## src/sprite_pkg.sv

```systemverilog
// opcodes and field widths for the sprite command front end
// word B bit positions and the instruction A union
`default_nettype none

package sprite_pkg;

	localparam int COORD_W  = 10;  // one pixel coordinate
	localparam int REG_W    = 14;  // decoder register field
	localparam int OFFSET_W = 9;   // slot memory offset
	localparam int SLOT_W   = 5;   // slot number field in word A

	localparam int B_Y_LSB  = 0;   // word B, y coordinate
	localparam int B_X_LSB  = 10;  // word B, x coordinate
	localparam int B_EN_BIT = 29;  // word B, sprite enable

	typedef enum logic [3:0] {
		op_set_pos    = 4'd0,
		op_mem_write  = 4'd1,
		op_set_offset = 4'd2,
		op_nop        = 4'd3,
		op_invalid    = 4'd15
	} op_t;

	// word A seen as a slot register access
	typedef struct packed {
		logic [31-SLOT_W-4:0] rsvd;
		logic [SLOT_W-1:0]    slot;
		logic [3:0]           opcode;
	} instr_slot_t;

	// word A seen as a colour memory access
	typedef struct packed {
		logic [31-REG_W-4:0] rsvd;
		logic [REG_W-1:0]    addr;
		logic [3:0]          opcode;
	} instr_mem_t;

	typedef union packed {
		instr_slot_t slot;
		instr_mem_t  mem;
	} instr_a_u;

endpackage

`default_nettype wire
```

## src/wb_cmd_port.sv

```systemverilog
// wishbone classic slave for the sprite command front end
// holds word A, query pixel and memory read address, issues instructions
// counts invalid instructions and muxes read data
`timescale 1ns/1ps
`default_nettype none

module wb_cmd_port (
	input  logic                              clk_en,
	input  logic                              reset,
	input  logic                              cyc,
	input  logic                              stb,
	input  logic                              we,
	input  logic [4:2]                        adr,
	input  logic [31:0]                       dat_i,
	output logic [31:0]                       dat_o,
	output logic                              ack,
	input  logic                              hit,
	input  logic [sprite_pkg::SLOT_W-1:0]     hit_slot,
	input  logic [sprite_pkg::OFFSET_W-1:0]   hit_offset,
	input  logic [31:0]                       mem_rdata,
	input  logic                              dec_valid,
	input  sprite_pkg::op_t                   dec_opcode,
	output logic                              instr_valid,
	output logic [31:0]                       word_a,
	output logic [31:0]                       word_b,
	output logic [sprite_pkg::COORD_W-1:0]    query_x,
	output logic [sprite_pkg::COORD_W-1:0]    query_y,
	output logic [sprite_pkg::REG_W-1:0]      mem_raddr
);
	import sprite_pkg::*;

	localparam logic [2:0] ADR_WORD_A = 3'd0;  // write word A
	localparam logic [2:0] ADR_WORD_B = 3'd1;  // write word B and issue
	localparam logic [2:0] ADR_QUERY  = 3'd2;  // query pixel / hit result
	localparam logic [2:0] ADR_COUNT  = 3'd3;  // invalid count, read only
	localparam logic [2:0] ADR_MEM    = 3'd4;  // mem read address / colour

	logic        req;        // new cycle, not yet acked
	logic        wr_req;     // write request this cycle
	logic [15:0] inv_count;  // saturating invalid-instruction count

	assign req    = cyc && stb && !ack;
	assign wr_req = req && we;

	////////////////////////////////////////////////////////////
	// handshake and instruction issue
	////////////////////////////////////////////////////////////

	always_ff @(posedge clk_en) begin
		if (reset) begin
			ack         <= 1'b0;
			instr_valid <= 1'b0;
		end else begin
			ack         <= req;  // one cycle per request
			instr_valid <= wr_req && (adr == ADR_WORD_B);  // lines up with ack
		end
	end

	// payload regs, loaded on the accepted write
	always_ff @(posedge clk_en) begin
		if (wr_req) begin
			case (adr)
				ADR_WORD_A: word_a <= dat_i;
				ADR_WORD_B: word_b <= dat_i;
				ADR_QUERY: begin
					query_x <= dat_i[B_X_LSB +: COORD_W];  // same layout as set-pos
					query_y <= dat_i[B_Y_LSB +: COORD_W];
				end
				ADR_MEM: mem_raddr <= dat_i[REG_W-1:0];  // upper bits dropped by mem
				default: ;  // count is read only
			endcase
		end
	end

	////////////////////////////////////////////////////////////
	// invalid-instruction counter
	////////////////////////////////////////////////////////////

	always_ff @(posedge clk_en) begin
		if (reset) begin
			inv_count <= 16'd0;
		end else if (dec_valid && dec_opcode == op_invalid && inv_count != 16'hffff) begin
			inv_count <= inv_count + 16'd1;  // sticks at max
		end
	end

	////////////////////////////////////////////////////////////
	// read mux, valid while ack is high
	////////////////////////////////////////////////////////////

	always_comb begin
		case (adr)
			ADR_QUERY: dat_o = {hit, 10'd0, hit_slot, 7'd0, hit_offset};
			ADR_COUNT: dat_o = {16'd0, inv_count};
			ADR_MEM:   dat_o = mem_rdata;  // addr set in an earlier cycle
			default:   dat_o = 32'd0;
		endcase
	end

	// master must drop or re-request, never a stretched ack
	a_ack_pulse: assert property (@(posedge clk_en) disable iff (reset) ack |=> !ack)
		else $error("ack held high for two cycles");

endmodule

`default_nettype wire

```

## config.mk

```make
export PLATFORM = sky130hd
export DESIGN_NAME = wb_cmd_port
export DESIGN_NICKNAME = d
export VERILOG_FILES = /design/src/sprite_pkg.sv /design/src/wb_cmd_port.sv
export SDC_FILE = /design/constraint.sdc
export NUM_CORES = 1
export LEC_CHECK = 0
export BUFFER_PORTS_ARGS = -buffer_cell sky130_fd_sc_hd__clkbuf_2
export CORE_UTILIZATION = 48
export CTS_CLUSTER_DIAMETER = 150
export DETAILED_ROUTE_END_ITERATION = 16
export HOLD_SLACK_MARGIN = 0.05
export MAX_ROUTING_LAYER = met4
export PLACE_DENSITY = 0.88
export SLEW_MARGIN = 10
export SYNTH_ARGS = -nofsm -noshare
export SYNTH_HDL_FRONTEND = slang
export SYNTH_SLANG_ARGS = --single-unit
```

## constraint.sdc

```tcl
create_clock -name clk_en -period 8.3 [get_ports clk_en]
set_input_delay 0.415 -clock clk_en [delete_from_list [all_inputs] [get_ports clk_en]]
set_output_delay 0.415 -clock clk_en [all_outputs]
set_load 0.01 [all_outputs]
```

# After elaboration in Yosys (flattened, before gate mapping)
# Cells that the tools add are included.
# Widths: inputs -> output; s select.
# word_totals
input_bits	92
register_bits	116
output_inout_bits	132
# op_classes
n_eq_ne	6
n_reduce_logical	12
addsub	1
n_mux	1
# op_table
operator	n
$pmux 32 s3	1
$add 16x1->16 const B	1
$ne 16x16->1 const B	1
$reduce_and 2->1	4
$eq 3x2->1 const B	2
$logic_and 1x1->1	6
$eq 4x4->1 const B	1
$eq 3x1->1 const B	1
$eq 3x3->1 const B	1
$logic_not 3->1	1
$logic_not 1->1	1

# Depth between registers and ports, before layout
# Gate-level depths: netlist (run 1).
# logic_depth
ltp_word	4
mapped_depth	7

# Worst setup path after synthesis (run 1)
# Ideal clock, no wire load.
# synth_timing
path_kind	input -> register
from	input port adr[2] in the netlist's numbering
to	register word_b[0] (enable)
path_stages	2
required_ns	7.785
arrival_ns	4.247
path_slack_ns	3.538
path_buffers	1
path_cell_list	clkbuf_1 nor4b_1
# synth_between
elab_chain_len	2
# synth_rtl
element	line_no	source
from (decl)	wb_cmd_port.sv:13	input logic [4:2] adr,
$eq 3x1->1	wb_cmd_port.sv:62	case (adr)
$reduce_and 2->1 (no source line)	-	
to (signal assigned)	wb_cmd_port.sv:64	ADR_WORD_B: word_b <= dat_i;
to (decl)	wb_cmd_port.sv:25	output logic [31:0] word_b,
# No other way between the ends.
# A chain may end at the register's enable or synchronous reset.

# Worst setup path after layout (run 1)
# layout_timing
from	input port adr[2] in the netlist's numbering
to	output port dat_o[4]
# layout_between
elab_chain_len	2
elab_cells_between_ends	4
# layout_rtl
element	line_no	source
$eq 3x3->1 or $eq 3x2->1 (tied branches)	wb_cmd_port.sv:92	case (adr)
$pmux 32 s3 (*)	wb_cmd_port.sv:92	
to (decl)	wb_cmd_port.sv:15	output logic [31:0] dat_o,
# Every way passes the cells marked *; elsewhere a longest branch is shown, timed or not.

==> results by group, run 1 <==
Timing
  • Slew margin rel.: 0.469
  • Hold Slack: 0.110 ns
  • Final min period: 2.66 ns
  • Max frequency: 377 MHz
  • Least-Margin Pin Slew: 0.790 ns
  • Fin. Hold Viols: 0
  • Setup TNS: 0 ns
  • Fin worst setup slack: 5.64 ns
  • Clock skew: 0.0102 ns
  • Endpoints failing setup: 0
  • Fin crit share: 0.320
  • Final Max Tran Viols: 0
  • RSZ-0062 raised after global routing: false

Drt
  • Iteration-0 DRC Markers: 167
  • Vias per cell: 5.39
  • Final wirelength: 11200 microns
  • Routed length per instance: 17.7 microns
  • DRC violations left: 0
  • Vias: 3423
  • ANT nets after route: 0
  • Drt first pass iters: 5

Worst hold path
  • Hold_sp: dat_i[30]
  • Tightest Hold Check Type: primary input to flop

Critical path
  • CP Class: primary input to primary output
  • Critical Path Sink: dat_o[4]
  • Worst Reg-to-Reg Cells: 6
  • Worst Setup SP: adr[2]
  • Crit path DAT: 2.24 ns
  • Crit. End Element: primary output
  • Worst Setup Start Kind: primary input
  • R2r setup slk: 6.00 ns
  • CP required: 7.89 ns
  • Crit Reg-Reg Endpoint: inv_count[6]$_SDFFE_PP0P_
  • Worst-path fanout max: 20
  • Crit Reg-Reg Startpoint: inv_count[0]$_SDFFE_PP0P_

Finish
  • Number of inserted diodes: 0
  • Area growth syn-to-layout: 42.2%
  • Share of layout cells above drive strength 1: 0.509
  • Sequential cell area: 3300 sq um
  • Fin cells: 635
  • Fillers: 583
  • Nets: 607
  • Area occupied by multi-input gates: 976 sq um

Clocking
  • # Post-CTS Setup Buffers: 0
  • Root buf cell: clkbuf_8
  • CTS hold repair buffers: 0
  • CTS tree: built
  • Clock tree buffer depth: 2
  • TritonCTS Buffers: 17
  • Post-CTS resize count: 0
  • Clock Latency Late Sink: 0.50 ns
  • CTS sink count: 116
  • H-tree depth: 4
  • Clock-pin slew on the worst setup and hold paths: 0.06 ns

Logic synthesis
  • Sequential fraction of the synthesis area: 0.762
  • Post-synth cell types: 39
  • Mapped Avg Cell Area: 15.4 sq um
  • Largest area contributor in the netlist: edfxtp_1
  • Synth top cells by count: 98 x edfxtp_1, 18 x dfxtp_1, 16 x nand2_1
  • Synth Net Count: 374
  • Most common cell in the netlist: edfxtp_1
  • Mapped Area: 4330 sq um
  • Syn Inst Count: 281
  • Post-synth top flop: edfxtp_1
  • Top post-synthesis cells by area: edfxtp_1 68%, dfxtp_1 8.3%, mux2i_1 2.1%
  • EDFF count, synth: 98
  • Ys Warns: 0
  • Asr flop ratio synth: 0
  • Share of the synthesized area in the top cell type: 0.679
  • Number of synthesized register bits: 116

Power
  • Clock share of power: 0.502
  • Comb power frac: 0.043
  • PwrDens: 227 nW/um^2
  • Sw Ratio: 0.216
  • Pleak: 2.61 nW
  • Overall power: 0.00140 W
  • Sequential Power Share: 0.455
  • NetSw: 0.000302 W
  • Peak VDD IR: 0.113 mV
  • Int Pwr: 0.00110 W

Floorplan
  • Core Area: 8720 sq um
  • Die Wd: 97.0 microns
  • Die Y: 97.0 microns
  • DIE AREA: 9410 sq um
  • IO Pins: 224
  • Starting Density: 0.497
  • Site row count: 34

Run
  • Maxcap violations: 0

Place
  • Dpl ws: 5.69 ns
  • Detailed Place HPWL: 7830 microns
  • Inst Count DP: 603
  • Routability congestion estimate: 0.888
  • PortBufs: 223

Global routing
  • Gr usage total: 0.246
  • Initial antenna violation count: 0
  • Vias in the first global route: 3255
  • GRT overflow: 0
  • Largest net degree at the start of global routing: 34
  • First-pass GRT wire length: 17000 microns

Run status
  • Status: finished clean
[critical path, stage by stage]
cell and delay (ns):
clkbuf_2 0.31, nor2_1 0.62, and2_1 0.54, nand2_1 0.11, o21ai_0 0.09, clkbuf_2 0.15
[metrics by stage]
| stage | util | area (sq um) |
|---|---|---|
| 2_1_floorplan | - | 4330 |
| 3_3_place_gp | 0.640 | 5580 |
| 3_5_place_dp | 0.640 | 5580 |
| 4_1_cts | 0.707 | 6160 |
| 5_1_grt | 0.707 | 6160 |
| 6_report | 0.707 | 6160 |
[placed cells by master, fill, tap and decap left out, types with 2 or more instances in the layout]
cell        synthesis  final
clkbuf_2            0    223
edfxtp_1           98     98
dfxtp_1            18     18
nand2_1            16     16
clkbuf_16           0     16
nor2_1             12     12
and3_1             12     12
a21oi_1            12     12
o21ai_0            11     11
mux2i_1             9      9
a22o_1              7      7
o31ai_1             7      7
inv_6               0      7
a22oi_1             6      6
nand4_1             6      6
or4_1               6      6
nor2b_1             5      5
buf_4               1      5
nand3_1             4      4
and4_1              4      4
and2_1              3      3
mux2_1              3      3
inv_1               3      3
or3_1               3      3
o21ai_1             3      3
nor4_2              1      2
nor4_1              3      2
nor3_1              3      2
clkinv_4            0      2
clkinvlp_4          0      2
bufinv_16           0      2
[how the worst min path moves through the flow]
stage	end	slack, ns	depth (start not counted)
after floorplan	ack$_SDFF_PP0_	0.48	1
after global placement	ack$_SDFF_PP0_	0.43	1
after detailed placement	ack$_SDFF_PP0_	0.44	1
after CTS	word_b[30]$_DFFE_PP_	0.09	1
after global routing	word_a[23]$_DFFE_PP_	0.08	1
final	word_b[30]$_DFFE_PP_	0.11	1
[state kept, by name, summed over array words and instances (netlist names)]
register and flops:
ack 1, instr_valid 1, inv_count 16, mem_raddr 14, query_x 10, query_y 10
word_a 32, word_b 32
[power by group through the flow]
stage | combinational [W] | sequential [W] | clock [W]
3_5_place_dp | 0.0000594 | 0.000648 | 0
3_3_place_gp | 0.0000571 | 0.000648 | 0
2_1_floorplan | 0.0000198 | 0.000650 | 0
4_1_cts | 0.0000603 | 0.000636 | 0.000714
6_report | 0.0000603 | 0.000636 | 0.000703
5_1_grt | 0.0000647 | 0.000636 | 0.000745
[cell families after synthesis]
family          share of synthesized area
compound gates                     0.0707
fa+ha+maj                         0.00289
buf+inv                            0.0165
flops                               0.762
mux                                0.0286
simple gates                        0.119
[routing by layer]
metal  GRT usage  up-vias  part of all wire  routed length [microns]
met5           -        -                 0                        0
met4      0.0735        0             0.014                      154
met3      0.0759       19             0.074                      829
met2       0.425      182              0.52                     5880
met1       0.273     1648              0.39                     4370
li1            -     1574                 -                        -
[cell type report]
type / count / share of cell area
sequential: 116 / 0.536
timing repair buffer: 228 / 0.187
multi-input combinational: 148 / 0.158
clock buffer: 17 / 0.0672
clock inverter: 15 / 0.0274
tap: 108 / 0.0219
inverter: 3 / 0.00183
Note: power is estimated with default switching activity, not from simulation.
==> run 2, diff against run 1 <==
--- a/config.mk
+++ b/config.mk
@@ -6,12 +6,12 @@
 export NUM_CORES = 1
 export LEC_CHECK = 0
 export BUFFER_PORTS_ARGS = -buffer_cell sky130_fd_sc_hd__clkbuf_2
-export CORE_UTILIZATION = 48
+export CORE_UTILIZATION = 41
 export CTS_CLUSTER_DIAMETER = 150
 export DETAILED_ROUTE_END_ITERATION = 16
 export HOLD_SLACK_MARGIN = 0.05
 export MAX_ROUTING_LAYER = met4
-export PLACE_DENSITY = 0.88
+export PLACE_DENSITY = 0.8
 export SLEW_MARGIN = 10
 export SYNTH_ARGS = -nofsm -noshare
 export SYNTH_HDL_FRONTEND = slang
==> constraint.sdc (replaced) <==
create_clock -name clk_en -period 2.3 [get_ports clk_en]
set_input_delay 0.115 -clock clk_en [delete_from_list [all_inputs] [get_ports clk_en]]
set_output_delay 0.115 -clock clk_en [all_outputs]
set_load 0.01 [all_outputs]
==> run 2 against run 1 <==
Combinational power rose to 4.6 times the previous value; utilization down 6.6 points; non-clock buffer count is 38 higher; setup slack worse by 5.2 ns; largest power group unchanged.
==> results by group, run 2 (synthesis results as in run 1) <==
Timing
  • Fin. Hold Viols: 0
  • Hold Slack: 0.0822 ns
  • Setup TNS: 0 ns
  • Final Max Tran Viols: 0
  • Least-Margin Pin Slew: 0.522 ns
  • Endpoints failing setup: 0
  • Max frequency: 534 MHz
  • Fin crit share: 0.815
  • Final min period: 1.87 ns
  • Clock skew: 0.0121 ns
  • RSZ-0062 raised after global routing: false
  • Slew margin rel.: 0.652

Global routing
  • Largest net degree at the start of global routing: 34
  • GRT overflow: 0
  • First-pass GRT wire length: 18800 microns
  • Initial antenna violation count: 0
  • Vias in the first global route: 3525
  • Gr usage total: 0.233

Drt
  • Iteration-0 DRC Markers: 224
  • Routed length per instance: 17.0 microns
  • ANT nets after route: 0
  • Drt first pass iters: 4
  • Final wirelength: 11900 microns
  • Vias per cell: 5.09
  • DRC violations left: 0
  • Vias: 3571

Clocking
  • TritonCTS Buffers: 17
  • Clock Latency Late Sink: 0.50 ns
  • Clock tree buffer depth: 2
  • CTS sink count: 116
  • CTS tree: built
  • Clock-pin slew on the worst setup and hold paths: 0.06 ns
  • Root buf cell: clkbuf_8
  • H-tree depth: 4
  • Post-CTS resize count: 0

Critical path
  • Crit path DAT: 2.30 ns
  • Largest stage delay, worst path: 0.54 ns
  • CP required: 2.73 ns
  • Worst Setup Start Kind: flop
  • CP cell instances: ha_1, nand4_2, or4b_4, or3_1, a21oi_1
  • Crit. End Element: flop
  • Critical path's slowest cell: or4b_4
  • CP Class: flop to flop
  • Worst-path fanout max: 6

Place
  • Detailed Place HPWL: 7840 microns
  • PortBufs: 223
  • Routability congestion estimate: 0.836
  • Inst Count DP: 634

Finish
  • Utilization after layout: 0.640
  • Largest regs: word_a x32, word_b x32, inv_count x16
  • Fin cells: 701
  • Share of layout cells above drive strength 1: 0.480
  • Most common library cell in the layout ignoring fill and taps: clkbuf_2
  • Fillers: 767
  • Nets: 645
  • Number of inserted diodes: 0
  • Area growth syn-to-layout: 51.9%
  • Most frequent cells in the layout: 223 x clkbuf_2, 98 x edfxtp_1, 35 x dlygate4sd3_1, 18 x dfxtp_1

Floorplan
  • Die Wd: 105 microns
  • Site row count: 37
  • IO Pins: 224
  • Core Area: 10300 sq um
  • Die Y: 105 microns
  • DIE AREA: 11000 sq um
  • Starting Density: 0.422

Power
  • Pleak: 2.76 nW
  • Overall power: 0.00503 W
  • Peak VDD IR: 0.441 mV
  • PwrDens: 764 nW/um^2

Run
  • Maxcap violations: 0

Run status
  • Status: finished clean

Worst hold path
  • Tightest Hold Check Type: primary input to flop
-- run 2: report_power, final --
part           internal [W]  switching (W)
Clock               0.00145        0.00100
Combinational      0.000140       0.000135
Sequential          0.00229     0.00000447
Total               0.00389        0.00114
-- run 2: area by class of cell --
cell class / instances / area, sq um / share of cell area
Sequential cell: 116 / 3300 / 0.502
Tap cell: 136 / 170 / 0.0259
Multi-Input combinational cell: 148 / 1000 / 0.152
Clock inverter: 15 / 145 / 0.0220
Timing Repair Buffer: 266 / 1540 / 0.234
Inverter: 3 / 11.3 / 0.00171
Clock buffer: 17 / 414 / 0.0629
-- run 2: path summary, 6_finish.rpt --
kind	endpoint	slack [ns]	start	depth (start not counted)
hold / removal	inv_count[3]$_SDFFE_PP0P_	0.08	reset	2
hold reg to reg	ack$_SDFF_PP0_	0.46	ack$_SDFF_PP0_	1
setup reg to reg	inv_count[12]$_SDFFE_PP0P_	0.43	inv_count[0]$_SDFFE_PP0P_	5
setup / recovery	inv_count[12]$_SDFFE_PP0P_	0.43	inv_count[0]$_SDFFE_PP0P_	5
-- run 2: per-stage QoR --
stage	instance area [sq um]	worst slack [ns]
2_1_floorplan	4370	0.0136
3_3_place_gp	5670	0.519
3_5_place_dp	5670	0.442
4_1_cts	6580	0.431
5_1_grt	6580	0.273
6_report	6580	0.426
-- run 2: repair_timing --
action | in CTS | in global routing
hold buffers | 35 | 0
endpoints found under the setup margin | 0 | 0
endpoints found under the hold margin | 100 | 0
buffers inserted | 0 | 0
-- run 2: routing by layer --
metal | GRT usage | wire, microns | share of wire
met2 | 0.403 | 6270 | 0.53
met5 | - | 0 | 0
met3 | 0.0717 | 791 | 0.066
met1 | 0.263 | 4720 | 0.40
met4 | 0.0624 | 125 | 0.010
-- run 2: worst max-delay path, delay by kind of cell (launching register included) --
kind | cells | cell delay (ns)
compound gates | 1 | 0.14
flops | 1 | 0.41
fa+ha+maj | 1 | 0.25
simple gates | 3 | 1.00
==> run 3, diff against run 2 <==
--- a/config.mk
+++ b/config.mk
@@ -5,13 +5,14 @@
 export SDC_FILE = /design/constraint.sdc
 export NUM_CORES = 1
 export LEC_CHECK = 0
+export ABC_AREA = 1
 export BUFFER_PORTS_ARGS = -buffer_cell sky130_fd_sc_hd__clkbuf_2
-export CORE_UTILIZATION = 41
+export CORE_UTILIZATION = 45
 export CTS_CLUSTER_DIAMETER = 150
 export DETAILED_ROUTE_END_ITERATION = 16
 export HOLD_SLACK_MARGIN = 0.05
 export MAX_ROUTING_LAYER = met4
-export PLACE_DENSITY = 0.8
+export PLACE_DENSITY = 0.83
 export SLEW_MARGIN = 10
 export SYNTH_ARGS = -nofsm -noshare
 export SYNTH_HDL_FRONTEND = slang
==> constraint.sdc (replaced) <==
create_clock -name clk_en -period 1.9 [get_ports clk_en]
set_input_delay 0.095 -clock clk_en [delete_from_list [all_inputs] [get_ports clk_en]]
set_output_delay 0.095 -clock clk_en [all_outputs]
set_load 0.01 [all_outputs]
==> run 3 against run 2 <==
Count of clock-buffer cells in the layout unchanged; critical path type is now primary input to flop; synthesized cell count increased by 24%; power rose by 23%; utilization increased by 7.8 points; highest routed layer unchanged; global-route usage up 2.6 points.
==> results by group, run 3 <==
Drt
  • ANT nets after route: 0
  • Drt first pass iters: 4
  • DRC violations left: 0
  • Final wirelength: 12400 microns
  • Vias per cell: 4.89
  • Routed length per instance: 16.0 microns
  • Vias: 3793
  • Iteration-0 DRC Markers: 155

Power
  • Overall power: 0.00616 W
  • Pleak: 2.91 nW
  • Peak VDD IR: 0.669 mV
  • Comb power frac: 0.055
  • Int Pwr: 0.00482 W
  • Sw Ratio: 0.218
  • Sequential Power Share: 0.451
  • Clock share of power: 0.494
  • NetSw: 0.00134 W
  • PwrDens: 919 nW/um^2

Timing
  • Fin worst setup slack: 0.120 ns
  • RSZ-0062 raised after global routing: false
  • Slew margin rel.: 0.686
  • Endpoints failing setup: 0
  • Final min period: 1.78 ns
  • Clock skew: 0.00915 ns
  • Least-Margin Pin Slew: 0.470 ns
  • Fin crit share: 0.937
  • Final Max Tran Viols: 0
  • Max frequency: 562 MHz
  • Hold Slack: 0.135 ns
  • Fin. Hold Viols: 0
  • Setup TNS: 0 ns

Global routing
  • Vias in the first global route: 3844
  • First-pass GRT wire length: 18700 microns
  • Largest net degree at the start of global routing: 33
  • Gr usage total: 0.259
  • GRT overflow: 0
  • Initial antenna violation count: 0

Logic synthesis
  • Top post-synthesis cells by area: edfxtp_1 68%, dfxtp_1 8.3%, nand2_1 6.6%
  • Ys Warns: 0
  • EDFF count, synth: 98
  • Post-synth top flop: edfxtp_1
  • Largest area contributor in the netlist: edfxtp_1
  • Most common cell in the netlist: edfxtp_1
  • Syn Inst Count: 349
  • Asr flop ratio synth: 0
  • Mapped Area: 4360 sq um
  • Mapped Avg Cell Area: 12.5 sq um
  • Number of synthesized register bits: 116
  • Synth top cells by count: 98 x edfxtp_1, 77 x nand2_1, 51 x nor2_1, 28 x inv_1, 25 x nand3_1
  • Share of the synthesized area in the top cell type: 0.675
  • Synth Net Count: 442
  • Post-synth cell types: 23
  • Sequential fraction of the synthesis area: 0.758

Place
  • Routability congestion estimate: 0.823
  • Detailed Place HPWL: 8130 microns
  • PortBufs: 223
  • Dpl ws: 0.276 ns

Clocking
  • Clock Latency Late Sink: 0.49 ns
  • CTS sink count: 116
  • H-tree depth: 4
  • Clock-pin slew on the worst setup and hold paths: 0.06 ns
  • Root buf cell: clkbuf_8
  • # Post-CTS Setup Buffers: 0
  • Clock tree buffer depth: 2
  • TritonCTS Buffers: 17
  • CTS tree: built

Critical path
  • CP top delay family: buffers and inverters
  • Buffers & Inverters on Critical Path: 4
  • Worst Setup Start Kind: primary input
  • CP required: 2.29 ns
  • CP cell instances: dlygate4sd3_1, clkbuf_2, nand2_1, dlygate4sd3_1, nor2_4, inv_1, nor2_1, nand3_1, nand2_1, nor2_1
  • CP Class: primary input to flop
  • Crit. End Element: flop
  • Crit path DAT: 2.17 ns
  • Critical path's slowest cell: dlygate4sd3_1
  • Largest stage delay, worst path: 0.59 ns
  • Worst-path fanout max: 7

Finish
  • Largest regs: word_a x32, word_b x32, inv_count x16
  • Number of inserted diodes: 0
  • Area growth syn-to-layout: 53.8%
  • Fillers: 641
  • Share of layout cells above drive strength 1: 0.427
  • Nets: 726
  • Most frequent cells in the layout: 223 x clkbuf_2, 98 x edfxtp_1, 77 x nand2_1, 50 x nor2_1, 42 x dlygate4sd3_1
  • Most common library cell in the layout ignoring fill and taps: clkbuf_2

Floorplan
  • Starting Density: 0.467
  • Core Area: 9330 sq um
  • DIE AREA: 10100 sq um
  • Die Y: 100 microns
  • Die Wd: 100 microns
  • IO Pins: 224
  • Site row count: 35

Run
  • Maxcap violations: 0

Worst hold path
  • Tightest Hold Check Type: primary input to flop

Run status
  • Status: finished clean
run 3: per-stage QoR:
stage / utilization / instance area, sq um / std cells
finish: 0.719 / 6700 / 775
global route: 0.719 / 6700 / 775
CTS: 0.718 / 6700 / 775
detailed placement: 0.612 / 5710 / 701
global placement: 0.612 / 5710 / 701
floorplan: - / 4380 / 349
run 3: routing by layer:
metal	global-route usage	part of all wire	vias to the layer above
met5	-	0	-
met3	0.0613	0.072	22
met2	0.479	0.53	217
met1	0.260	0.37	1782
met4	0.110	0.020	0
li1	-	-	1772
run 3: worst register-to-register path, stage by stage, from the launching register on:
cell           delay [ns]
dfxtp_2              0.33
inv_1                0.05
nand4_1              0.17
or2_4                0.33
nor4_1               0.18
dlygate4sd3_1        0.60
run 3: path summary, 6_finish.rpt:
path	slack, ns	from	endpoint	depth (start not counted)
worst max register to register	0.18	ack$_SDFF_PP0_	instr_valid$_SDFF_PP0_	5
worst max-delay path	0.12	dec_opcode[0]	inv_count[9]$_SDFFE_PP0P_	10
worst min-delay path	0.13	adr[2]	word_a[10]$_DFFE_PP_	3
worst min register to register	0.54	inv_count[0]$_SDFFE_PP0P_	inv_count[0]$_SDFFE_PP0P_	2
run 3: final cells by class:
cell class / instances / area [sq um] / area share
Sequential cell: 116 / 3300 / 0.493
Clock buffer: 17 / 414 / 0.0618
Clock inverter: 15 / 154 / 0.0230
Multi-Input combinational cell: 197 / 943 / 0.141
Tap cell: 129 / 161 / 0.0241
Inverter: 28 / 105 / 0.0157
Timing Repair Buffer: 273 / 1620 / 0.242
run 3: logic make-up (layout without fill, tap and decap cells):
family                     Yosys count  in the layout  share of synthesized area
AOI/OAI and AO/OA                   25             25                     0.0388
xor gates and xnor gates             1              1                    0.00201
adders and majority gates            1              1                    0.00287
buffers and inverters               36            333                     0.0330
DFF                                116            116                      0.758
and+or+nand+nor                    170            170                      0.165
run 3: power groups by stage:
stage	clock network (W)	logic, W	registers [W]
floorplan	0	0.0000812	0.00284
global placement	0	0.000256	0.00283
detailed placement	0	0.000263	0.00283
finish	0.00305	0.000337	0.00278
global route	0.00321	0.000360	0.00278
CTS	0.00305	0.000330	0.00278
run 3: repair_timing:
| item | 4_1_cts | 5_1_grt |
|---|---|---|
| gates resized for setup | 0 | 1 |
| endpoints found under the setup margin | 0 | 7 |
| hold buffers | 42 | 0 |
| endpoints found under the hold margin | 102 | 0 |
